## config.mk

```make
export PLATFORM = sky130hd
export DESIGN_NAME = tag_array
export DESIGN_NICKNAME = d
export VERILOG_FILES = /design/src/cache_pkg.sv /design/src/tag_array.sv
export SDC_FILE = /design/constraint.sdc
export NUM_CORES = 1
export LEC_CHECK = 0
export BUFFER_PORTS_ARGS = -buffer_cell sky130_fd_sc_hd__buf_4
export CORE_MARGIN = 3
export CORE_UTILIZATION = 57
export DETAILED_ROUTE_END_ITERATION = 12
export PLACE_DENSITY = 0.84
export SYNTH_ARGS = -nofsm -noshare
export SYNTH_HDL_FRONTEND = slang
export SYNTH_SLANG_ARGS = --single-unit
export TNS_END_PERCENT = 10
```

## constraint.sdc

```tcl
create_clock -name clk -period 3 [get_ports clk]
set_input_delay 0.3 -clock clk [delete_from_list [all_inputs] [get_ports clk]]
set_output_delay 0.3 -clock clk [all_outputs]
set_load 0.01 [all_outputs]
```

## src/cache_pkg.sv

```systemverilog
package cache_pkg;

    localparam int addr_bits       = 16;                 // processor byte address width
    localparam int word_bits       = 16;                 // one data word, no byte lanes
    localparam int words_per_block = 8;                  // words fetched per fill
    localparam int offset_bits     = 3;                  // selects a word inside a block
    localparam int index_bits      = 5;                  // selects one of the cache lines
    localparam int tag_bits        = addr_bits - index_bits - offset_bits - 1;
    localparam int lines           = 1 << index_bits;    // 32 direct mapped lines
    localparam int data_words      = lines * words_per_block;  // 256 words in the data array
    localparam int mem_words       = 1 << (addr_bits - 1);     // whole word address space

    typedef logic [addr_bits-1:0]   addr_t;              // byte address
    typedef logic [word_bits-1:0]   word_t;              // data word
    typedef logic [index_bits-1:0]  index_t;             // address bits 8 to 4
    typedef logic [offset_bits-1:0] offset_t;            // address bits 3 to 1
    typedef logic [tag_bits-1:0]    tag_t;               // address bits 15 to 9

    typedef enum logic {
        fill_idle,                                       // waiting for a read miss
        fill_wait                                        // fetching the words of a block
    } fill_state_t;

    function automatic index_t line_index(input addr_t address);
        return address[offset_bits+index_bits:offset_bits+1];  // line selected by the address
    endfunction

    function automatic offset_t word_offset(input addr_t address);
        return address[offset_bits:1];                   // word inside the block, byte bit dropped
    endfunction

    function automatic tag_t line_tag(input addr_t address);
        return address[addr_bits-1:addr_bits-tag_bits];  // upper bits left over after index
    endfunction

    // before any write a memory word holds its own word address
    function automatic word_t initial_word(input addr_t address);
        return word_t'(address >> 1);                    // byte address over two
    endfunction

endpackage

```

## src/tag_array.sv

```systemverilog
module tag_array (
    input  logic             clk,
    input  logic             reset,                      // clears every valid bit
    input  cache_pkg::addr_t lookup_address,             // processor request address
    input  cache_pkg::addr_t fill_address,               // address of the block being filled
    input  logic             write_tag,                  // stores the fill tag and sets valid
    output logic             hit                         // lookup line is valid with a matching tag
);

    logic [cache_pkg::lines-1:0] valid;                  // one bit per line
    cache_pkg::tag_t             tags [cache_pkg::lines];
    cache_pkg::index_t           lookup_index;
    cache_pkg::index_t           fill_index;
    cache_pkg::tag_t             lookup_tag;

    assign lookup_index = cache_pkg::line_index(lookup_address);
    assign fill_index   = cache_pkg::line_index(fill_address);
    assign lookup_tag   = cache_pkg::line_tag(lookup_address);

    always_ff @(posedge clk) begin
        if (reset) begin
            valid <= '0;                                 // cache comes up empty
        end else if (write_tag) begin
            valid[fill_index] <= 1'b1;                   // line now holds a full block
        end
    end

    always_ff @(posedge clk) begin
        if (write_tag) begin
            tags[fill_index] <= cache_pkg::line_tag(fill_address);  // replaces any older tag
        end
    end

    // a stale tag never hits because its valid bit gates the compare
    assign hit = valid[lookup_index] && (tags[lookup_index] == lookup_tag);

endmodule

```

# Yosys cells after proc, flatten, opt, wreduce, memory -nomap -nowiden
# Memories as Yosys holds them, arrays and structs flattened.
# Index checks and enable logic that the tools add are counted.
[totals]
reg_bits = 32
ram_bits = 224
input_bits = 35
out_inout_bits = 1
wordCells = 15
mem_count = 1
[op_classes]
order_cmp = 3
eq_ne = 1
mux = 6
bitwise_logic = 1
n_reduce_logical = 2
[memory_table]
columns = ["memory", "words", "word_bits", "read_ports", "rd_clocked_by_memory_dff", "wr", "line_no", "rtl"]
rows = [
  ["tags", 32, 7, 1, 0, 1, "tag_array.sv:11", "cache_pkg::tag_t tags [cache_pkg::lines];"],
]
[ops]
columns = ["operator", "n"]
rows = [
  ["$or 32x32->32", 1],
  ["$lt 5x6->1 const B", 2],
  ["$eq 7x7->1", 1],
  ["$bmux 1 s5", 1],
  ["$demux 1 s5", 1],
  ["$ge 5x1->1 const B", 1],
  ["$mux 1", 4],
  ["$logic_and 1x1->1", 2],
]

# Depth between registers and ports, before layout
[logic_depth]
depth_word = 5
ltp_mapped = 11
depth_no_buf = 7

# Worst setup path after synthesis
# OpenSTA, ideal clock, no wires.
[synth_path]
path_type = "input-to-output"
startpoint = "input port lookup_address[4]"
endpoint = "output port hit"
arrival_ns = 1.994
t_required_ns = 2.700
path_slack_ns = 0.706
path_stages = 8
n_path_buf = 2
path_cell_list = "buf_6 > buf_2 > mux4_2 > o211ai_1 > o311ai_2 > xnor2_1 > o211ai_1 > nor3_2"
[synth_via]
elab_chain_cells = 3
elab_cells_between_ends = 5
classes_between = "eq/ne (1); mux (2); reduce/logical (1); memory (1)"
[synth_rtl]
columns = ["element", "line_no", "rtl"]
rows = [
  ["start: declaration", "tag_array.sv:4", "input cache_pkg::addr_t lookup_address,"],
  ["$mem_v2 32x7 or $bmux 1 s5 (tied branches)", "-", ""],
  ["$eq 7x7->1 or $mux 1 (tied branches)", "tag_array.sv:35", "assign hit = valid[lookup_index] && (tags[lookup_index] == lookup_tag);"],
  ["$logic_and 1x1->1 (*)", "tag_array.sv:35", ""],
  ["end: declaration", "tag_array.sv:7", "output logic hit"],
]
# Every way passes the cells marked *; elsewhere a longest branch is shown, timed or not. The select of a mux whose other input is x is not followed.

# Worst setup path in the final report
[layout_path]
startpoint = "memory tags[23][0] (netlist bit)"
endpoint = "output port hit"
[layout_via]
elab_chain_cells = 3
[layout_rtl]
columns = ["element", "line_no"]
rows = [
  ["start: declaration", "tag_array.sv:11"],
  ["$mem_v2 32x7", "-"],
  ["$eq 7x7->1", "tag_array.sv:35"],
  ["$logic_and 1x1->1", "tag_array.sv:35"],
]
# Every way passes these cells.

==> metrics <==
RSZ-0062 raised after global routing=true; DP Area=10,700 um2; Syn Std Cell Area=10,200 um2; area of the multi-input gates=2640 um2; Setup WS post-layout=-0.0620 ns; fraction of layout cells with a size suffix above 1=21.8%; ys flop type=edfxtp_1; num rows=48; Post-Route Skew=0 ns; clk buf depth=3; Area contributors post-synth=edfxtp_1 (66%), mux4_2 (8.4%), dfxtp_1 (6.3%); vias after detailed routing=5,814; Die Wd=140 um; Relative slew margins=38.4%; Mean Syn Cell Area=16.6 um2; first-pass iteration count of the detailed router=5; Critical Path RT=2.70 ns; achievable clock frequency=327 MHz; core area=17,400 um2; Total Wirelength=23,000 um; pre-CTS setup slack=0.114 ns; Crit. End Element=primary output; VDD IR max=0.499 mV; worst slew pin tran=0.921 ns; FF/Latch Area=7370 um2; critical path buffer and inverter count=1; Post-synth EDFFs=224; synth warn=0; CP top delay family=compound AO/OA/AOI/OAI gates; max incr delay on CP=0.50 ns; period utilization=102%; total CTS buffers=25; post-synthesis cell count=614; routed len/inst=25.3 um; post-route ant nets=0; global-route wire length before repair=35,400 um; Cell Chain, Critical Path=mux4_2, a22oi_2, o21ai_2, a221oi_2, xor2_1, o2111ai_1, nor3_2, buf_4; Post-Syn Nets=649; Async SR Flop Fraction=0%; fin area=11,600 um2; MaxCap Viol Count=0; Skew-Pair Late Insertion Delay=0.50 ns; Worst EP arrival=2.76 ns; area leader, netlist=edfxtp_1; clk sinks=256; DR iter-0 viols=803; P per Cell Area=640 nW/um2; vias in the first global route=5,916; CP Max Fanout=1; Die Height=140 um; area grow syn2layout=13.9%; DIE AREA=19,500 um2; Yosys cell types=46; worst hold path class=input port to register; # IOs=36; sequential element share of the synthesized area=72.4%; outcome=finished, violations left; nets=702; n_diodes=0; gr usage total=23.9%; H-tree Lvls=1; CP startpoint kind=register; Congestion Overflow GR=0; CTS tree=yes; vias per cell=6.39; CTS root buf=clkbuf_16; fillers=1,074; DP Wirelength=14,400 um; endpoints failing hold=0; port bufs=27; number of remaining DRC errors=0; leak pwr=3.94 nW; Worst path slowest cell=mux4_2; clock slew at the register clock pins of the worst setup and hold paths=0.06 ns; crit path time final=3.06 ns; CP Class=register to primary output; GP Congestion=0.907; Max Transition Viols Final=0; Yosys top cell area share=66.1%; initial core utilization=58.6%; Synth Register Bits=256; Setup Viol. Count Final=1; largest net degree at the start of global routing=33; failing checks=setup timing; initial antenna violation count=0; total power=7.41 mW
==> cell families (layout without fill, tap and decap cells) <==
family | count (synthesis) | after routing | share of synthesized area [%]
xor+xnor | 5 | 5 | 0.431
simple gates | 173 | 173 | 7.58
mux | 92 | 92 | 13.8
compound gates | 55 | 55 | 4.00
flops | 256 | 256 | 72.4
buf+inv | 33 | 104 | 1.78
==> where the power goes <==
| group | total [mW] | switching, mW | internal (mW) |
|---|---|---|---|
| Clock | 3.05 | 1.27 | 1.78 |
| Sequential | 3.92 | 0.0120 | 3.91 |
| Combinational | 0.443 | 0.270 | 0.173 |
==> path summary, 6_finish.rpt <==
check / from / endpoint / depth (start not counted) / slack, ns
setup / recovery: tags[23][0] / hit / 8 / -0.06
hold / removal: reset / valid[29] / 2 / 0.19
setup reg to reg: valid[23] / valid[23] / 2 / 2.36
hold reg to reg: valid[25] / valid[25] / 2 / 0.47
==> routing by layer <==
metal	share of wire (%)	up-vias	global-route usage, %
li1	-	2481	-
met1	37	2903	32.1
met2	49	361	39.0
met3	10	69	5.81
met4	3.6	0	8.11
met5	0	-	0
==> worst reg2reg max path, cell delays in order, from the launching register on <==
cell and delay [ns]:
dfxtp_1 0.31, nor2_1 0.14, nor2_1 0.06
==> per-stage QoR <==
step	util [%]	TNS (ns)	hold slack [ns]	std cells
after floorplan	-	0	0.372	614
after global placement	61.9	0	0.445	865
after detailed placement	61.9	0	0.456	865
after CTS	66.7	-0.0185	0.184	910
after global routing	66.7	-0.105	0.208	910
final	66.7	-0.0620	0.193	910
==> timing repair <==
item	4_1_cts	5_1_grt
endpoints found under the setup margin	1	1
hold buffers	0	0
pin swaps	2	3
gates cloned	0	0
resized for setup	4	1
buffers inserted	0	0
==> synthesized netlist by cell type (4+ instances only) <==
library cell and number:
buf_6 4, nand3b_1 5, dfxtp_1 32, nor2b_1 4
mux4_2 38, o22ai_1 4, o21ai_1 4, xnor2_1 4
nand2b_1 5, edfxtp_1 224, mux2i_1 52, nand2_1 24
o21ai_0 4, clkbuf_1 9, o211ai_1 6, a21oi_1 5
buf_2 13, a22oi_1 18, nand3_1 9, nor2_1 106
==> registers in the layout, summed over array words and instances, names as in the netlist <==
signal / cells
tags: 224
valid: 32
==> layout make-up <==
| class | count | area share (%) |
|---|---|---|
| clock buffers | 37 | 6.68 |
| clock inverters | 8 | 0.400 |
| inverters | 3 | 0.0973 |
| multi-input cells | 325 | 22.8 |
| flip-flops and latches | 256 | 63.6 |
| well taps | 225 | 2.43 |
| repair buffers | 56 | 3.96 |
==> cell usage in the layout, fill, tap and decap left out, types with 2 or more instances in the layout <==
cell type,instances
nor3b_1,2
o21ai_0,4
nor2_1,106
nand2b_1,5
o21ai_1,3
xnor2_1,4
clkinv_2,6
clkbuf_1,4
or3b_2,3
buf_4,53
mux2_2,2
a221oi_1,3
mux4_2,38
a21oi_1,5
clkbuf_16,27
o211ai_1,6
mux2i_1,51
clkbuf_8,6
nor2b_1,4
o21a_1,2
nand2_1,24
and3b_1,2
or3_1,3
nand3_1,9
a22o_1,2
buf_12,3
dfxtp_1,32
a22oi_1,17
nor3_1,2
edfxtp_1,224
nand3b_1,5
inv_1,3
o22ai_1,4
nand4_1,2
o2111ai_1,2
No activity file was read; power rests on OpenSTA's default activity.
