File: src/cache_pkg.sv
package cache_pkg;

    localparam int addr_bits       = 16;                 // processor byte address width
    localparam int word_bits       = 16;                 // one data word, no byte lanes
    localparam int words_per_block = 8;                  // words fetched per fill
    localparam int offset_bits     = 3;                  // selects a word inside a block
    localparam int index_bits      = 5;                  // selects one of the cache lines
    localparam int tag_bits        = addr_bits - index_bits - offset_bits - 1;
    localparam int lines           = 1 << index_bits;    // 32 direct mapped lines
    localparam int data_words      = lines * words_per_block;  // 256 words in the data array
    localparam int mem_words       = 1 << (addr_bits - 1);     // whole word address space

    typedef logic [addr_bits-1:0]   addr_t;              // byte address
    typedef logic [word_bits-1:0]   word_t;              // data word
    typedef logic [index_bits-1:0]  index_t;             // address bits 8 to 4
    typedef logic [offset_bits-1:0] offset_t;            // address bits 3 to 1
    typedef logic [tag_bits-1:0]    tag_t;               // address bits 15 to 9

    typedef enum logic {
        fill_idle,                                       // waiting for a read miss
        fill_wait                                        // fetching the words of a block
    } fill_state_t;

    function automatic index_t line_index(input addr_t address);
        return address[offset_bits+index_bits:offset_bits+1];  // line selected by the address
    endfunction

    function automatic offset_t word_offset(input addr_t address);
        return address[offset_bits:1];                   // word inside the block, byte bit dropped
    endfunction

    function automatic tag_t line_tag(input addr_t address);
        return address[addr_bits-1:addr_bits-tag_bits];  // upper bits left over after index
    endfunction

    // before any write a memory word holds its own word address
    function automatic word_t initial_word(input addr_t address);
        return word_t'(address >> 1);                    // byte address over two
    endfunction

endpackage

File: src/data_array.sv
module data_array (
    input  logic             clk,
    input  logic             fill_write,                 // word delivered by the fill machine
    input  cache_pkg::addr_t fill_address,               // location of the delivered word
    input  cache_pkg::word_t fill_data,                  // word read from main memory
    input  logic             store_write,                // processor write that hit
    input  cache_pkg::addr_t store_address,              // location of the processor write
    input  cache_pkg::word_t store_data,                 // processor write data
    input  cache_pkg::addr_t read_address,               // processor read address
    output cache_pkg::word_t read_data                   // word at read_address, same cycle
);

    cache_pkg::word_t mem [cache_pkg::data_words];       // line index above word offset
    logic [cache_pkg::index_bits+cache_pkg::offset_bits-1:0] fill_slot;
    logic [cache_pkg::index_bits+cache_pkg::offset_bits-1:0] store_slot;
    logic [cache_pkg::index_bits+cache_pkg::offset_bits-1:0] read_slot;

    assign fill_slot  = {cache_pkg::line_index(fill_address),
                         cache_pkg::word_offset(fill_address)};
    assign store_slot = {cache_pkg::line_index(store_address),
                         cache_pkg::word_offset(store_address)};
    assign read_slot  = {cache_pkg::line_index(read_address),
                         cache_pkg::word_offset(read_address)};

    // the two ports never write together since stores wait out any stall
    always_ff @(posedge clk) begin
        if (fill_write) begin
            mem[fill_slot] <= fill_data;                 // block fill from memory
        end else if (store_write) begin
            mem[store_slot] <= store_data;               // keeps a cached word in step with memory
        end
    end

    assign read_data = mem[read_slot];                   // combinational so a hit costs no cycle

endmodule

File: config.mk
export PLATFORM = sky130hd
export DESIGN_NAME = data_array
export DESIGN_NICKNAME = d
export VERILOG_FILES = /design/src/cache_pkg.sv /design/src/data_array.sv
export SDC_FILE = /design/constraint.sdc
export NUM_CORES = 2
export LEC_CHECK = 0
export BUFFER_PORTS_ARGS = -buffer_cell sky130_fd_sc_hd__buf_2
export CAP_MARGIN = 20
export CORE_MARGIN = 2
export CORE_UTILIZATION = 57
export DETAILED_ROUTE_END_ITERATION = 6
export PLACE_DENSITY = 0.82
export SKIP_CTS_REPAIR_TIMING = 1
export SKIP_LAST_GASP = 1
export SYNTH_ARGS = -nofsm -noshare
export SYNTH_HDL_FRONTEND = slang
export SYNTH_SLANG_ARGS = --single-unit
File: constraint.sdc
create_clock -name clk -period 6.4 [get_ports clk]
set_clock_uncertainty 0.05 [all_clocks]
set_input_delay 1.28 -clock clk [delete_from_list [all_inputs] [get_ports clk]]
set_output_delay 1.28 -clock clk [all_outputs]
set_load 0.03 [all_outputs]
After elaboration in Yosys (flattened, before gate mapping)
Memory sizes are Yosys's and may differ from the RTL's.
Cells that the tools add are included.

word-level totals
  flip-flop bits (word level) = 0
  bits in latches = 0
  RAM bits = 4,096
  ROM bits = 0
  output and inout bits = 16
  memories kept = 1

memory list
  memory  depth  width  read ports  clocked after Yosys merged registers in  write ports  line              text
  mem     256    16     1           0                                        1            data_array.sv:13  cache_pkg::word_t mem [cache_pkg::data_words];

operators by class
  add/subtract/negate cells = 0
  multipliers = 0
  divide/modulo/power cells = 0
  $lt $le $gt $ge = 0
  equal/unequal tests = 0
  shift-type cells = 0
  mux-type cells = 8
  bitwise logic cells = 0
  reductions and logical operators = 1

operators with widths
  cell              count
  $mux 16           1
  $reduce_or 16->1  1
  $mux 8            1
  $mux 1            6

Depth between registers and ports, before layout
  depth after elaboration = 5
  gate-level depth with buffers = 13
  gate-level depth less buffers = 7

Worst setup path after synthesis
OpenSTA, ideal clock, no wires.

  path kind = input to register
  start point = in fill_write
  end point = mem mem[0][10] (netlist name), data pin
  library setup time = 0.823 ns
  data arrival time = 5.339 ns
  required time = 5.527 ns
  setup slack = 0.188 ns
  stages = 6
  cell sequence = nand2b_1 > clkbuf_1 > buf_1 > clkbuf_1 > nand2_1 > nand2_1

between the ends
  longest elaborated chain between the ends = 4

ends and longest elaborated chain
  what                          line              text
  start, declared               data_array.sv:3   input logic fill_write,
  $mux 1                        data_array.sv:27  if (fill_write) begin
  $mux 1 (not written as such)  data_array.sv:30  mem[store_slot] <= store_data;
  $reduce_or 16->1 (no line)    --
  $mux 16 (no line)             --
  end, declared                 data_array.sv:13

Every way passes these cells.

Final worst setup path
  start point = in read_address[1]
  end point = out read_data[9]

between the ends
  longest elaborated chain between the ends = 1

ends and longest elaborated chain
  what             line              text
  start, declared  data_array.sv:9   input cache_pkg::addr_t read_address,
  $mem_v2 256x16   --
  end, declared    data_array.sv:10  output cache_pkg::word_t read_data

Every way passes these cells.

==> run summary <==
The flow ran to the end, but the final reports show violations. The area growth from synthesis to layout came out at 13.2%. The number of nets at the end of the flow is between 8000 and 9000.

The highest clock frequency the design can meet is between 100 and 150 MHz. The congestion estimate from routability-driven global placement came to 0.906. At the pin with the least slew margin, the transition time is between 1.5 and 2 ns. The final hold violation count is 0. The setup path with the least slack is of type in -> out. For this run, the leading register cell type out of synthesis is edfxtp_1. The largest voltage drop on the vdd net came out at between 0.2 and 0.25 mV. The post-detailed-route wirelength per cell came out at between 30 and 40 µm. The pin count of the biggest net entering global routing is 257. More flip-flops sit in one register than any other, and that register is mem. The met2 usage in global routing came out at 48.4%. The Yosys step of the flow raised 0 warnings. The number of enable flip-flop cells after synthesis is between 4000 and 5000. The slowest stage of the critical path is the a211oi_1 cell.

The count of input and output buffers came out at 74. The number of primary I/O pins is 99. The number of global-route vias before repair is 85500. The number of cells in the finished layout apart from fillers came out at around 12000. The effective utilization at floorplan is about 57%. The net count after synthesis is ~7400. The final clock period utilization by the worst path came out at 105%. In the final layout, the multi-input gates occupy 0.0323 mm². The completed layout was analyzed and its total power is roughly 56000 µW. On the worst path, the slowest cell contributes a delay of 1.20 ns. The total stage count of the critical path is 12.

The HPWL after detailed placement is around 240000 µm. The worst path setup slack after routing is -0.330 ns. The area of the die is 0.281 mm². The global-route met3 utilization came out at around a tenth. The largest registers in the layout are mem: 4096 flops.

Counting flops with an async set or reset pin after synthesis yields a share of 0%. Data arrives at the worst endpoint at roughly 5.4 ns. The register with the most flip-flops in the layout has roughly 4000 of them.

The number of vias after detailed routing came out at about 87000. The analysis attributes to cell leakage a power of about 0.056 µW. After global routing, the most crowded layer is met2. Counting instances in the post-synthesis netlist gives the leading cell types as edfxtp_1 (4096), mux4_2 (813), mux2i_1 (494). The number of DRC markers in iteration 0 is 17100. edfxtp_1 is the most common cell in the netlist. Averaged over all synthesized cells, the footprint is ~22 µm². The signal on the critical path passes through buf_16, buf_12, buf_12, buf_4, mux2i_1, o22ai_1, a211oi_1, nor4_1, nand4_1, nor4_2, buf_4, buf_2. The worst setup path is launched from an input pin. The number of distinct library cell variants in the gate-level netlist after synthesis came out at 46. The post-route DRC violation count came out at 10.

The relative slew slack is -13.9%. Synthesis inferred just over 4000 register bits. Setup violations remaining at the end of the flow were counted as 10. The number of H-tree levels is 5. The number of pins with negative max-slew slack in the final report is about 140. In this run the worst setup path begins at read_address[1]. Setup repair after global routing could not meet its margin everywhere. The count of nets left with antenna violations after detail routing came out at 0.

The shortest period the worst path allows is 6.73 ns. Summing every instance area after synthesis gives 0.158 mm². The capturing element type of the critical path is an output port. The width of the die came out at 530 µm. The final reports fail on DRC, capacitance limit, slew limit, setup timing. The share of the yosys chip area belonging to registers came out at ~78%. The area used by sequential logic in the layout came out at between 0.1 and 0.15 mm². The cell family contributing the most delay on the critical path is buffers and inverters. The global-route track usage on met1 came out at between 40% and 50%. CTS placed an instance of clkbuf_16 at the clock tree root. The ratio of total power to cell area came out at between 300 and 400 mW/mm². The required time of the critical path came out at about 5.1 ns.

Using the TritonRoute via totals, the vias-per-cell ratio works out to around 7.2. The die extent in y is roughly 530 µm. The total of max-cap violations is 1.

The most critical setup path has its endpoint at read_data[9]. The remaining global-route overflow came out at 0. By area the synthesized netlist is led by edfxtp_1 (78%), mux4_2 (12%), mux2i_1 (3.1%). After clock tree synthesis, the clock-pin slew on the worst setup and hold paths is ~0.070 ns. Counting the fill cells in the layout gives 16100. The share of post-route cells with drive strength above 1 came out at approximately 26%. The all-layer global routing usage came out at approximately a third. The total clock sinks came out at between 4000 and 5000.

The min-delay analysis places its worst path in the category in -> reg. The number of buffers and inverters on the critical path is 6. The TritonCTS buffer count is 399. The length of the first detailed-routing pass in iterations came out at 7. The placeable core region came out at about 0.28 mm². The count of placed standard cells including taps came out at approximately 11000. The wire length of the first global-routing pass came out at 632000 µm.

The maximum number of buffers from clock root to sink came out at 4. The largest total area in the synthesized netlist belongs to edfxtp_1. The proportion of netlist area held by the largest area contributor is 77.9%. The synthesized netlist cell count came out at around 7300. The aggregate routed wire length is approximately 450000 µm.

The number of cell rows came out at around 190. The number of antenna violations at the first check in global routing came to 30. TritonCTS built the clock tree. Along the worst path, the maximum fanout reaches 39.
-- metrics by stage --
stage | setup WS, ns | utilization [%] | cell area (µm²) | TNS [ns] | hold WS (ns)
6_report | -0.330 | 64.8 | 179000 | -0.938 | 0.759
5_1_grt | -0.0440 | 64.7 | 179000 | -0.0683 | 0.785
3_5_place_dp | 0.0715 | 60.2 | 166000 | 0 | 1.74
2_1_floorplan | 0.188 | - | 158000 | 0 | 1.88
4_1_cts | -0.0198 | 64.6 | 178000 | -0.0198 | 0.725
3_3_place_gp | 0.0428 | 60.1 | 166000 | 0 | 1.73
-- where the power goes --
part / internal [µW] / switching [µW]
clock network: 12800 / 10100
registers: 29900 / 30.3
logic: 1030 / 2350
total: 43700 / 12500
-- layout make-up --
class / count / area share (%)
Antenna cell: 16 / 0.0224
Clock buffer: 473 / 5.79
Clock inverter: 225 / 1.12
Inverter: 2 / 0.00700
Multi-Input combinational cell: 2753 / 18.1
Sequential cell: 4096 / 68.8
Tap cell: 3705 / 2.59
Timing Repair Buffer: 701 / 3.55
-- cells by family (layout without fill, tap and decap cells) --
kind of cell | Yosys count | count (layout) | synth area share [%]
multiplexers | 1307 | 1307 | 14.7
AO/OA/AOI/OAI | 851 | 851 | 3.86
buffers and inverters | 443 | 1401 | 1.81
AND/OR/NAND/NOR | 595 | 595 | 1.70
flip-flops | 4096 | 4096 | 77.9
other | 0 | 16 | 0
-- worst min-delay path by stage --
stage                     from                     to  slack, ns  cells past startpoint
2_1_floorplan  fill_address[8]  mem[182][0]$_DFFE_PP_       1.88                      4
3_3_place_gp     store_data[2]  mem[176][2]$_DFFE_PP_       1.73                      3
3_5_place_dp     store_data[2]  mem[176][2]$_DFFE_PP_       1.74                      3
4_1_cts          store_data[2]  mem[181][2]$_DFFE_PP_       0.72                      3
5_1_grt          store_data[2]  mem[182][2]$_DFFE_PP_       0.78                      3
6_report         store_data[2]  mem[182][2]$_DFFE_PP_       0.76                      3
-- layout by cell type (no fill, tap or decap), types with 14 or more instances in the layout --
cell / count
bufinv_16: 33
nand3b_1: 19
nand4_1: 17
nor3_1: 67
clkbuf_1: 70
buf_12: 83
nand2_1: 93
clkinv_2: 65
a221oi_1: 14
mux4_2: 813
o22a_1: 15
o22ai_1: 111
a21oi_1: 166
buf_2: 72
edfxtp_1: 4096
nor2_1: 243
a211oi_1: 52
a22o_1: 14
nor2_2: 34
nor4_1: 22
o221ai_1: 182
clkbuf_16: 404
or4_1: 24
a22oi_1: 190
clkinv_1: 99
o211ai_1: 36
mux2i_1: 494
diode_2: 16
buf_4: 529
nand3_1: 27
nand2_4: 16
o31ai_1: 16
o21ai_0: 33
-- routing by layer --
metal,part of all wire [%],wire [µm],up-vias
met3,16,70400,1976
met4,8.0,36300,26
met1,31,139000,43200
met2,46,207000,9074
met5,0.041,186,-
li1,-,-,32300
(Power assumes the default switching activity.)
