==> src/cache_pkg.sv <==
package cache_pkg;

    localparam int addr_bits       = 16;                 // processor byte address width
    localparam int word_bits       = 16;                 // one data word, no byte lanes
    localparam int words_per_block = 8;                  // words fetched per fill
    localparam int offset_bits     = 3;                  // selects a word inside a block
    localparam int index_bits      = 5;                  // selects one of the cache lines
    localparam int tag_bits        = addr_bits - index_bits - offset_bits - 1;
    localparam int lines           = 1 << index_bits;    // 32 direct mapped lines
    localparam int data_words      = lines * words_per_block;  // 256 words in the data array
    localparam int mem_words       = 1 << (addr_bits - 1);     // whole word address space

    typedef logic [addr_bits-1:0]   addr_t;              // byte address
    typedef logic [word_bits-1:0]   word_t;              // data word
    typedef logic [index_bits-1:0]  index_t;             // address bits 8 to 4
    typedef logic [offset_bits-1:0] offset_t;            // address bits 3 to 1
    typedef logic [tag_bits-1:0]    tag_t;               // address bits 15 to 9

    typedef enum logic {
        fill_idle,                                       // waiting for a read miss
        fill_wait                                        // fetching the words of a block
    } fill_state_t;

    function automatic index_t line_index(input addr_t address);
        return address[offset_bits+index_bits:offset_bits+1];  // line selected by the address
    endfunction

    function automatic offset_t word_offset(input addr_t address);
        return address[offset_bits:1];                   // word inside the block, byte bit dropped
    endfunction

    function automatic tag_t line_tag(input addr_t address);
        return address[addr_bits-1:addr_bits-tag_bits];  // upper bits left over after index
    endfunction

    // before any write a memory word holds its own word address
    function automatic word_t initial_word(input addr_t address);
        return word_t'(address >> 1);                    // byte address over two
    endfunction

endpackage

==> src/fill_counter.sv <==
module fill_counter #(
    parameter int limit = 4                              // terminal count that raises done
) (
    input  logic       clk,
    input  logic       reset,                            // synchronous clear of the count
    input  logic       start,                            // restarts the count at zero
    input  logic       step,                             // advances the count by one
    output logic [3:0] count,                            // current count value
    output logic       done                              // count has reached limit
);

    always_ff @(posedge clk) begin
        if (reset) begin
            count <= 4'd0;                               // counter starts empty after reset
        end else if (start) begin
            count <= 4'd0;                               // start wins over step
        end else if (step) begin
            count <= count + 4'd1;                       // one more cycle or word seen
        end
    end

    // done is a level and stays high for as long as the count sits on limit
    assign done = (count == 4'(limit));                  // compared against the 4 bit count

endmodule

==> src/cache_fill_fsm.sv <==
module cache_fill_fsm #(
    parameter int mem_latency = 4                        // memory access time in cycles per word
) (
    input  logic             clk,
    input  logic             reset,
    input  logic             miss_detected,              // read request that missed the tag array
    input  cache_pkg::addr_t miss_address,               // address of the missing read
    output logic             fsm_busy,                   // used as the processor stall
    output logic             write_data_array,           // stores memory_data in the data array
    output logic             write_tag_array,            // validates the line with the fill tag
    output cache_pkg::addr_t memory_address              // word address sent to main memory
);

    cache_pkg::fill_state_t state;
    cache_pkg::fill_state_t next_state;
    cache_pkg::addr_t       fetch_address;               // word currently being fetched
    cache_pkg::addr_t       block_address;               // miss address aligned to its block
    logic                   in_wait;                     // state is fill_wait
    logic                   start_fill;                  // idle cycle that sees a miss
    logic                   word_ready;                  // latency interval has run out
    logic                   last_word;                   // word counter sits on the last word

    assign in_wait    = (state == cache_pkg::fill_wait);
    assign start_fill = (state == cache_pkg::fill_idle) && miss_detected;
    assign block_address = {miss_address[cache_pkg::addr_bits-1:cache_pkg::offset_bits+1],
                            {(cache_pkg::offset_bits+1){1'b0}}};  // first word of the block

    // the latency counter runs 0 to mem_latency-1 so each word takes mem_latency cycles
    fill_counter #(
        .limit (mem_latency - 1)
    ) latency_counter (
        .clk   (clk),
        .reset (reset),
        .start (start_fill || (in_wait && word_ready)),  // restart for every new word
        .step  (in_wait),                                // only ticks while filling
        .count (),
        .done  (word_ready)
    );

    // the word counter is on the last word while the eighth interval runs
    fill_counter #(
        .limit (cache_pkg::words_per_block - 1)
    ) word_counter (
        .clk   (clk),
        .reset (reset),
        .start (start_fill),                             // cleared once per block
        .step  (in_wait && word_ready),                  // one count per delivered word
        .count (),
        .done  (last_word)
    );

    always_ff @(posedge clk) begin
        if (reset) begin
            state <= cache_pkg::fill_idle;               // no fill in flight after reset
        end else begin
            state <= next_state;
        end
    end

    always_comb begin
        next_state = state;                              // hold unless an event below
        case (state)
            cache_pkg::fill_idle: begin
                if (miss_detected) begin
                    next_state = cache_pkg::fill_wait;   // begin fetching the block
                end
            end
            cache_pkg::fill_wait: begin
                if (write_tag_array) begin
                    next_state = cache_pkg::fill_idle;   // last word and tag land together
                end
            end
            default: next_state = cache_pkg::fill_idle;
        endcase
    end

    always_ff @(posedge clk) begin
        if (start_fill) begin
            fetch_address <= block_address;              // fill always starts at word zero
        end else if (write_data_array) begin
            fetch_address <= fetch_address + cache_pkg::addr_t'(2);  // next word of the block
        end
    end

    assign write_data_array = in_wait && word_ready;     // memory has had time to answer
    assign write_tag_array  = in_wait && word_ready && last_word;  // only with the final word
    assign fsm_busy         = in_wait || miss_detected;  // stall starts in the miss cycle itself
    assign memory_address   = in_wait ? fetch_address : block_address;

endmodule

==> config.mk <==
export PLATFORM = sky130hd
export DESIGN_NAME = cache_fill_fsm
export DESIGN_NICKNAME = d
export VERILOG_FILES = /design/src/cache_pkg.sv /design/src/fill_counter.sv /design/src/cache_fill_fsm.sv
export SDC_FILE = /design/constraint.sdc
export NUM_CORES = 1
export LEC_CHECK = 0
export BUFFER_PORTS_ARGS = -buffer_cell sky130_fd_sc_hd__buf_2
export CAP_MARGIN = 20
export CORE_MARGIN = 2
export CORE_UTILIZATION = 40
export DETAILED_ROUTE_END_ITERATION = 7
export GPL_TIMING_DRIVEN = 0
export PLACE_DENSITY = 0.7
export SLEW_MARGIN = 10
export SYNTH_ARGS = -nofsm -noshare
export SYNTH_HDL_FRONTEND = slang
export SYNTH_HIERARCHICAL = 1
export SYNTH_SLANG_ARGS = --single-unit
==> constraint.sdc <==
create_clock -name clk -period 2.8 [get_ports clk]
set_input_delay 0.14 -clock clk [delete_from_list [all_inputs] [get_ports clk]]
set_output_delay 0.14 -clock clk [all_outputs]
set_load 0.1 [all_outputs]
Word-level counts from Yosys, hierarchy flattened. Cells that the tools add are included.

Input bits: 19. Output and inout bits: 19. Logic and storage cells: 25. Register bits after elaboration: 25.

Reduce and logical (&&, ||, !) cells: 8. Bitwise logic cells: 1. Muxes and demuxes: 6. Eq/ne operators: 2. Add/subtract/negate cells: 3.

Operators with widths (number): $mux 16 (3); $add 16x2->16 const B (1); $add 4x1->4 const B (2); $eq 4x2->1 const B (1); $eq 4x3->1 const B (1); $reduce_or 2->1 (2); $logic_and 1x1->1 (3); $logic_or 1x1->1 (2); $mux 1 (2); $pmux 1 s2 (1); $reduce_bool 2->1 (1); $not 1->1 (1).

Logic depth before layout (Yosys ltp). Gate-level depths: netlist of the first run.

Depth in word-level cells: 5. Depth in mapped cells: 7. Mapped depth without buffers: 7.

Modules after synthesis. Netlist of the first run, hierarchy kept.

By module, submodules not included: cache_fill_fsm (times used 1, seq. area each 440.4 µm², area each 1087.3 µm², cells an instance 113); fill_counter (latency_counter) (times used 1, seq. area each 80.1 µm², area each 185.2 µm², cells an instance 18); fill_counter (word_counter) (times used 1, seq. area each 80.1 µm², area each 185.2 µm², cells an instance 19).

Least setup slack after synthesis of the first run. OpenSTA, ideal clock, no wires.

Kind: register -> register. From: reg latency_counter.count[0]. To: reg latency_counter.count[3]. Buffers on the path: 0. Arrival time: 2.514 ns. Clock period less this slack: 2.637 ns. Data required time: 2.677 ns. Path slack: 0.163 ns. Cell stages (with the launch flop): 8. Setup time: 0.123 ns. Cells stage by stage: dfxtp_1 > ha_1 > nor3b_1 > nand2_1 > inv_1 > or2_1 > nor3b_1 > mux2_1.

Cells in the longest elaborated chain, start to end: 4. Elaborated cells on any way between the ends: 5. Classes of those cells: add/sub: 1; eq/ne: 1; reduce/logical: 3.

Ends and longest elaborated chain: from (decl) (RTL line fill_counter.sv:8) `output logic [3:0] count,`; from (signal assigned) (RTL line fill_counter.sv:18) `count <= count + 4'd1;`; $eq 4x2->1 (RTL line fill_counter.sv:23) `assign done = (count == 4'(limit));`; named net word_ready (RTL line cache_fill_fsm.sv:20) `logic word_ready;`; $logic_and 1x1->1; named net write_data_array (RTL line cache_fill_fsm.sv:9) `output logic write_data_array,`; $logic_or 1x1->1 (RTL line cache_fill_fsm.sv:34) `.start (start_fill || (in_wait && word_ready)),`; $reduce_or 2->1 (no line).

The timed path passes the listed nets, and every way through them passes these cells. A chain may end at the register's enable or synchronous reset.

Worst setup path after layout of the first run.
From: reg latency_counter.count[0]. To: reg latency_counter.count[3].

Cells in the longest elaborated chain, start to end: 4. Elaborated cells on any way between the ends: 5. Classes of those cells: add/sub: 1; eq/ne: 1; reduce/logical: 3.

Ends and longest elaborated chain (RTL line): $eq 4x2->1 (fill_counter.sv:23); named net word_ready (cache_fill_fsm.sv:20); $logic_and 1x1->1 (cache_fill_fsm.sv:34); $logic_or 1x1->1 (cache_fill_fsm.sv:34); $reduce_or 2->1 (no line).

The timed path passes the listed nets, and every way through them passes these cells.

==> impl_metrics.toml, run 1 <==
[cells_and_area]
nNetsFinal = 209
syn_to_final_growth_pct = 18.2
final_layout_size_suffix_gt1_share_pct = 33.9
num_antenna_cells = 0
fillers = 329

[timing]
fin_tns_setup_ns = 0
fin_hold_ws_ns = 0.0479
fin_crit_sh_pct = 90.6
slew_viol_final = 0
finalHoldViolations = 0
rsz0062_at_grt = "no"
fin_worst_skew_ns = 0.00363
setup_viol = 0
tightest_slew_ns = 0.666
clock.fmax_mhz = 394
relSlewSlack_pct = 55.6
period_minus_slack_ns = 2.54

[clocking]
cts_buffer_depth = 2
clk_latency_ns = 0.32
htree_levels = 1
cts.clk_slew.worst_paths_ns = 0.13
cts_hold_buf = 0
post-cts-setup-buffers = 0
root_buffer = "clkbuf_4"
cts_resized = 0
cts_inserted_buffers = 3
cts_tree = "done"
cts_sinks = 24

[worst_setup_path]
worst-path-buf-inv = 1
endpoint_kind = "register"
crit_family = "simple AND/OR/NAND/NOR gates"
critical_path.max_fanout = 15
path_class = "register to register"
max_stage_delay_ns = 0.59
cp_common_cell = "nor3b_1"
cp.depth = 7
cp_cell_sequence = "ha_1 -> nor3b_1 -> nand2_1 -> inv_1 -> or2_1 -> nor3b_1 -> mux2_1"
reg2reg_depth = 7
slowest_stage = "or2_1"
cp.required_ns = 3.03
critPathLaunchType = "register"
cp_data_arrival_time_ns = 2.76

[routing]
first_pass_iters = 5
route.detailed.drc = 0
viasPerCell = 4.99
first_iter_violations = 23
num_vias = 1158
totalWireLength_mm = 2.97
routedWlPerCell_um = 12.8
drtAntennaViolNets = 0

[global_routing]
grt_first_pass_wirelength_mm = 5.14
overflow = 0
grtUsageTotal_pct = 15.9
grt_max_degree = 16
antenna_found_initial = 0
grt_pass1_vias = 1110

[power]
p_sw_share_pct = 35.4
clkPwrFrac_pct = 25.6
p_comb_share_pct = 26.9
power_w = 0.000846
switchingPower_w = 0.000299
peakVddDrop_mv = 0.412
power.leakage_nw = 0.660
intPower_w = 0.000547
power_per_cell_area_mw_per_mm2 = 491
p_seq_share_pct = 47.5

[floorplan]
dieWidth_um = 64.4
rows = 21
die-area_sq_mm = 0.00414
start_util_pct = 42.7
ios = 38
coreArea_sq_mm = 0.00342
dieHeight_um = 64.4

[placed_design]
hpwlAfterDp_mm = 2.21
gp_congestion = 0.815
io_buffers = 32

[logic_synthesis]
postSynthAreaPerCell_sq_um = 9.72
syn_area_sq_mm = 0.00146
ys_seq_area_share_pct = 41.2
ys_ff_latch = 24
ys_types = 34
yosys.area.top_type_share_pct = 24.7
synthTopCellsByArea = "edfxtp_1, dfxtp_1, mux2_2, xnor2_1, nand2_1"
synthCells = 150
syn-num-nets = 172
yosys.area.top_type = "edfxtp_1"
ys_warn_count = 6

[min_path]
hold_path.class = "input port to register"
min_path_cells = 2

[status]
status = "finished, final reports clean"

[job]
drv_cap = 0
kinds of logic (layout without fill, tap and decap cells):
kind of cell / Yosys count / after routing / share of synthesized area, %
compound gates: 17 / 17 / 7.04
buf+inv: 8 / 44 / 2.49
mux: 16 / 16 / 12.2
xor+xnor: 16 / 16 / 9.61
simple gates: 65 / 65 / 24.6
flops: 24 / 24 / 41.2
other cells: 1 / 1 / 0.257
fa+ha+maj: 3 / 3 / 2.58
cells in the mapped netlist (all sizes together):
master and number:
nand2 22, nor2b 1, inv 2, dfxtp 12
and3 1, xnor2 13, mux2 14, nand3b 2
nor4 3, xor2 3, nor2 10, nand4 4
or2 4, a21oi 3, buf 4, and2 3
o21ai 12, edfxtp 12, conb 1, ha 3
mux2i 2, a21bo 2, nand3 5, clkbuf 2
nor3 6, nor3b 4
per-stage QoR:
step                setup WS [ns]  util [%]  area, sq um  std cells
floorplan                   0.163         -         1460        150
CTS                         0.274      50.4         1720        232
finish                      0.263      50.4         1720        232
global placement            0.401      49.0         1680        228
detailed placement          0.291      49.0         1680        228
global route              0.00967      50.4         1720        232
sequential cells by signal, indices dropped and copies added (netlist names):
register	count
fetch_address	15
latency_counter/count	4
word_counter/count	4
in_wait	1
power by group through the flow:
stage	clock network, W	registers (W)	logic [W]
floorplan	0	0.000405	0.000191
global placement	0	0.000409	0.000225
detailed placement	0	0.000410	0.000228
CTS	0.000228	0.000402	0.000229
global route	0.000244	0.000405	0.000240
finish	0.000217	0.000402	0.000227
final timing paths:
path                            start                       end  slack [ns]
min                             reset                   in_wait        0.05
min reg2reg          fetch_address[2]          fetch_address[2]        0.51
max reg2reg  latency_counter/count[0]  latency_counter/count[3]        0.26
max          latency_counter/count[0]  latency_counter/count[3]        0.26
layout make-up:
type	instances	area, sq um	share of cell area, %
multi-input combinational	118	821	47.6
sequential	24	601	34.9
timing repair buffer	32	160	9.30
tap	46	57.6	3.34
clock buffer	4	47.5	2.76
buffer	6	28.8	1.67
inverter	2	7.51	0.436
per-layer routing:
| layer | global-route usage (%) | vias up | share of wire (%) |
|---|---|---|---|
| li1 | - | 594 | - |
| met1 | 20.7 | 529 | 44 |
| met2 | 26.4 | 30 | 49 |
| met3 | 4.23 | 5 | 5.6 |
| met4 | 3.19 | 0 | 0.84 |
| met5 | 0 | - | 0 |
placed cells by master (no fill, tap or decap), drive strengths merged:
cell type,netlist,final
nor3b,4,4
ha,3,3
edfxtp,12,12
nand2,22,22
nand3b,2,2
nand3,5,5
mux2i,2,2
xor2,3,3
nor2b,1,1
or2,4,4
buf,4,36
mux2,14,14
nor2,10,10
nor3,6,6
inv,2,2
and2,3,3
xnor2,13,13
o21ai,12,12
a21bo,2,2
a21oi,3,3
and3,1,1
nor4,3,3
dfxtp,12,12
conb,1,1
nand4,4,4
clkbuf,2,6
(Power assumes the default switching activity.)
==> inputs of run 2 (changes only) <==
CORE_ASPECT_RATIO = 1.1   (was default)
CORE_MARGIN = 4   (was 2)
PLACE_DENSITY = default   (was 0.7)
==> run 2 against run 1 <==
  * Sequential power about the same
  * Utilization up 0.26 points
  * Critical path type unchanged
  * Non-clock buffer count unchanged
  * Highest routed layer unchanged
  * Combinational power about the same
==> impl_metrics.toml, run 2 (synthesis results as in run 1) <==
[status]
status = "finished, final reports clean"

[placed_design]
io_buffers = 32
place_inst = 230
gp_congestion = 0.779
place_area_sq_mm = 0.00168
hpwlAfterDp_mm = 2.30

[floorplan]
start_util_pct = 42.7
dieHeight_um = 71.3
coreArea_sq_mm = 0.00341
die-area_sq_mm = 0.00468
ios = 38
dieWidth_um = 65.6
rows = 22

[cells_and_area]
multi_input_area_sq_um = 821
largest_register_ffs = 15
instances_no_fill = 234
syn_to_final_growth_pct = 18.7
num_antenna_cells = 0
largest_register = "fetch_address"
layout_common_cells = "buf_2, nand2_1, xnor2_1"
fillers = 350
stdcell_area_sq_mm = 0.00173
postLayoutCoreUtil_pct = 50.7
regArea_sq_um = 601
nNetsFinal = 209
final_layout_size_suffix_gt1_share_pct = 33.9
top_regs = "fetch_address: 15 flops, latency_counter/count: 4 flops, word_counter/count: 4 flops"
layout_commonest_cell = "buf_2"

[power]
power_per_cell_area_mw_per_mm2 = 514
p_seq_share_pct = 45.2
peakVddDrop_mv = 0.284
p_sw_share_pct = 34.5
intPower_w = 0.000582
p_comb_share_pct = 25.6
power.leakage_nw = 0.662
switchingPower_w = 0.000306
clkPwrFrac_pct = 29.2

[clocking]
cts_tree = "done"
root_buffer = "clkbuf_4"
cts_hold_buf = 0
cts_resized = 0
htree_levels = 1
cts_buffer_depth = 2
cts_inserted_buffers = 3
post-cts-setup-buffers = 0
cts_sinks = 24
clk_latency_ns = 0.33
cts.clk_slew.worst_paths_ns = 0.15

[timing]
slew_viol_final = 0
relSlewSlack_pct = 57.4
finalHoldViolations = 0
fin_tns_setup_ns = 0
fin_worst_skew_ns = 0.00678
tightest_slew_ns = 0.639
fin_crit_sh_pct = 87.0
clock.fmax_mhz = 410
setup_viol = 0
period_minus_slack_ns = 2.44
fin_hold_ws_ns = 0.0432
rsz0062_at_grt = "no"

[global_routing]
grt_pass1_vias = 1165
antenna_found_initial = 0
grt_util_met2_pct = 25.1
met1_usage_pct = 16.1
grt_max_degree = 16
grt_first_pass_wirelength_mm = 5.10
met3_usage_pct = 2.66
grtUsageTotal_pct = 14.0
grt.busiest_layer = "met2"
overflow = 0

[worst_setup_path]
crit_start = "latency_counter/count[0]"
max_stage_delay_ns = 0.57
cp_cell_sequence = "ha_1 -> nor3b_1 -> nand2_1 -> inv_1 -> or2_1 -> nor3b_1 -> mux2_1"
reg2reg_depth = 7
cp_data_arrival_time_ns = 2.67
rrSetupSlack_ns = 0.36
regToRegEndpoint = "latency_counter/count[3]"
endpoint_kind = "register"
critical_path.max_fanout = 15
critPathLaunchType = "register"
slowest_stage = "or2_1"
crit_end = "latency_counter/count[3]"
path_class = "register to register"
cp_common_cell = "nor3b_1"
worstReg2RegStart = "latency_counter/count[0]"
cp.required_ns = 3.04

[min_path]
hold_path.class = "input port to register"

[routing]
route.detailed.drc = 0
first_iter_violations = 30
totalWireLength_mm = 3.06
routedWlPerCell_um = 13.1
viasPerCell = 5.03
num_vias = 1176
drtAntennaViolNets = 0
first_pass_iters = 4

[job]
drv_cap = 0
[run 2: metrics by stage]
stage / total power [W] / worst slack [ns]
floorplan: 0.000596 / 0.163
global placement: 0.000636 / 0.370
detailed placement: 0.000638 / 0.336
CTS: 0.000897 / 0.321
global route: 0.000926 / 0.0821
finish: 0.000889 / 0.363
[run 2: worst max-delay path: cells and delay by family (launching register included)]
| kind | cells | cell delay (ns) |
|---|---|---|
| fa+ha+maj | 1 | 0.20 |
| buf+inv | 1 | 0.28 |
| flops | 1 | 0.40 |
| mux | 1 | 0.31 |
| simple gates | 4 | 1.14 |
[run 2: worst min-delay path by stage]
stage / startpoint / end / slack, ns / depth (start not counted)
6_report: reset / in_wait / 0.04 / 2
5_1_grt: reset / in_wait / 0.04 / 2
4_1_cts: reset / in_wait / 0.04 / 2
3_5_place_dp: reset / in_wait / 0.41 / 2
3_3_place_gp: reset / in_wait / 0.40 / 2
2_1_floorplan: reset / in_wait / 0.22 / 1
[run 2: layer usage]
layer / vias to the layer above / wire, um
li1: 597 / -
met1: 551 / 1300
met2: 26 / 1570
met3: 2 / 165
met4: 0 / 26
met5: - / 0
[run 2: area by class of cell]
cell class / count / share of cell area [%]
well taps: 48 / 3.47
clock buffers: 3 / 1.30
repair buffers: 32 / 9.26
flip-flops and latches: 24 / 34.7
clock inverters: 1 / 1.74
multi-input cells: 118 / 47.4
plain buffers: 6 / 1.66
inverters: 2 / 0.434
[run 2: power groups by stage]
stage | Sequential (W) | Clock (W) | Combinational (W)
floorplan | 0.000405 | 0 | 0.000191
global placement | 0.000409 | 0 | 0.000227
detailed placement | 0.000410 | 0 | 0.000228
CTS | 0.000402 | 0.000266 | 0.000229
global route | 0.000404 | 0.000282 | 0.000240
finish | 0.000402 | 0.000260 | 0.000227
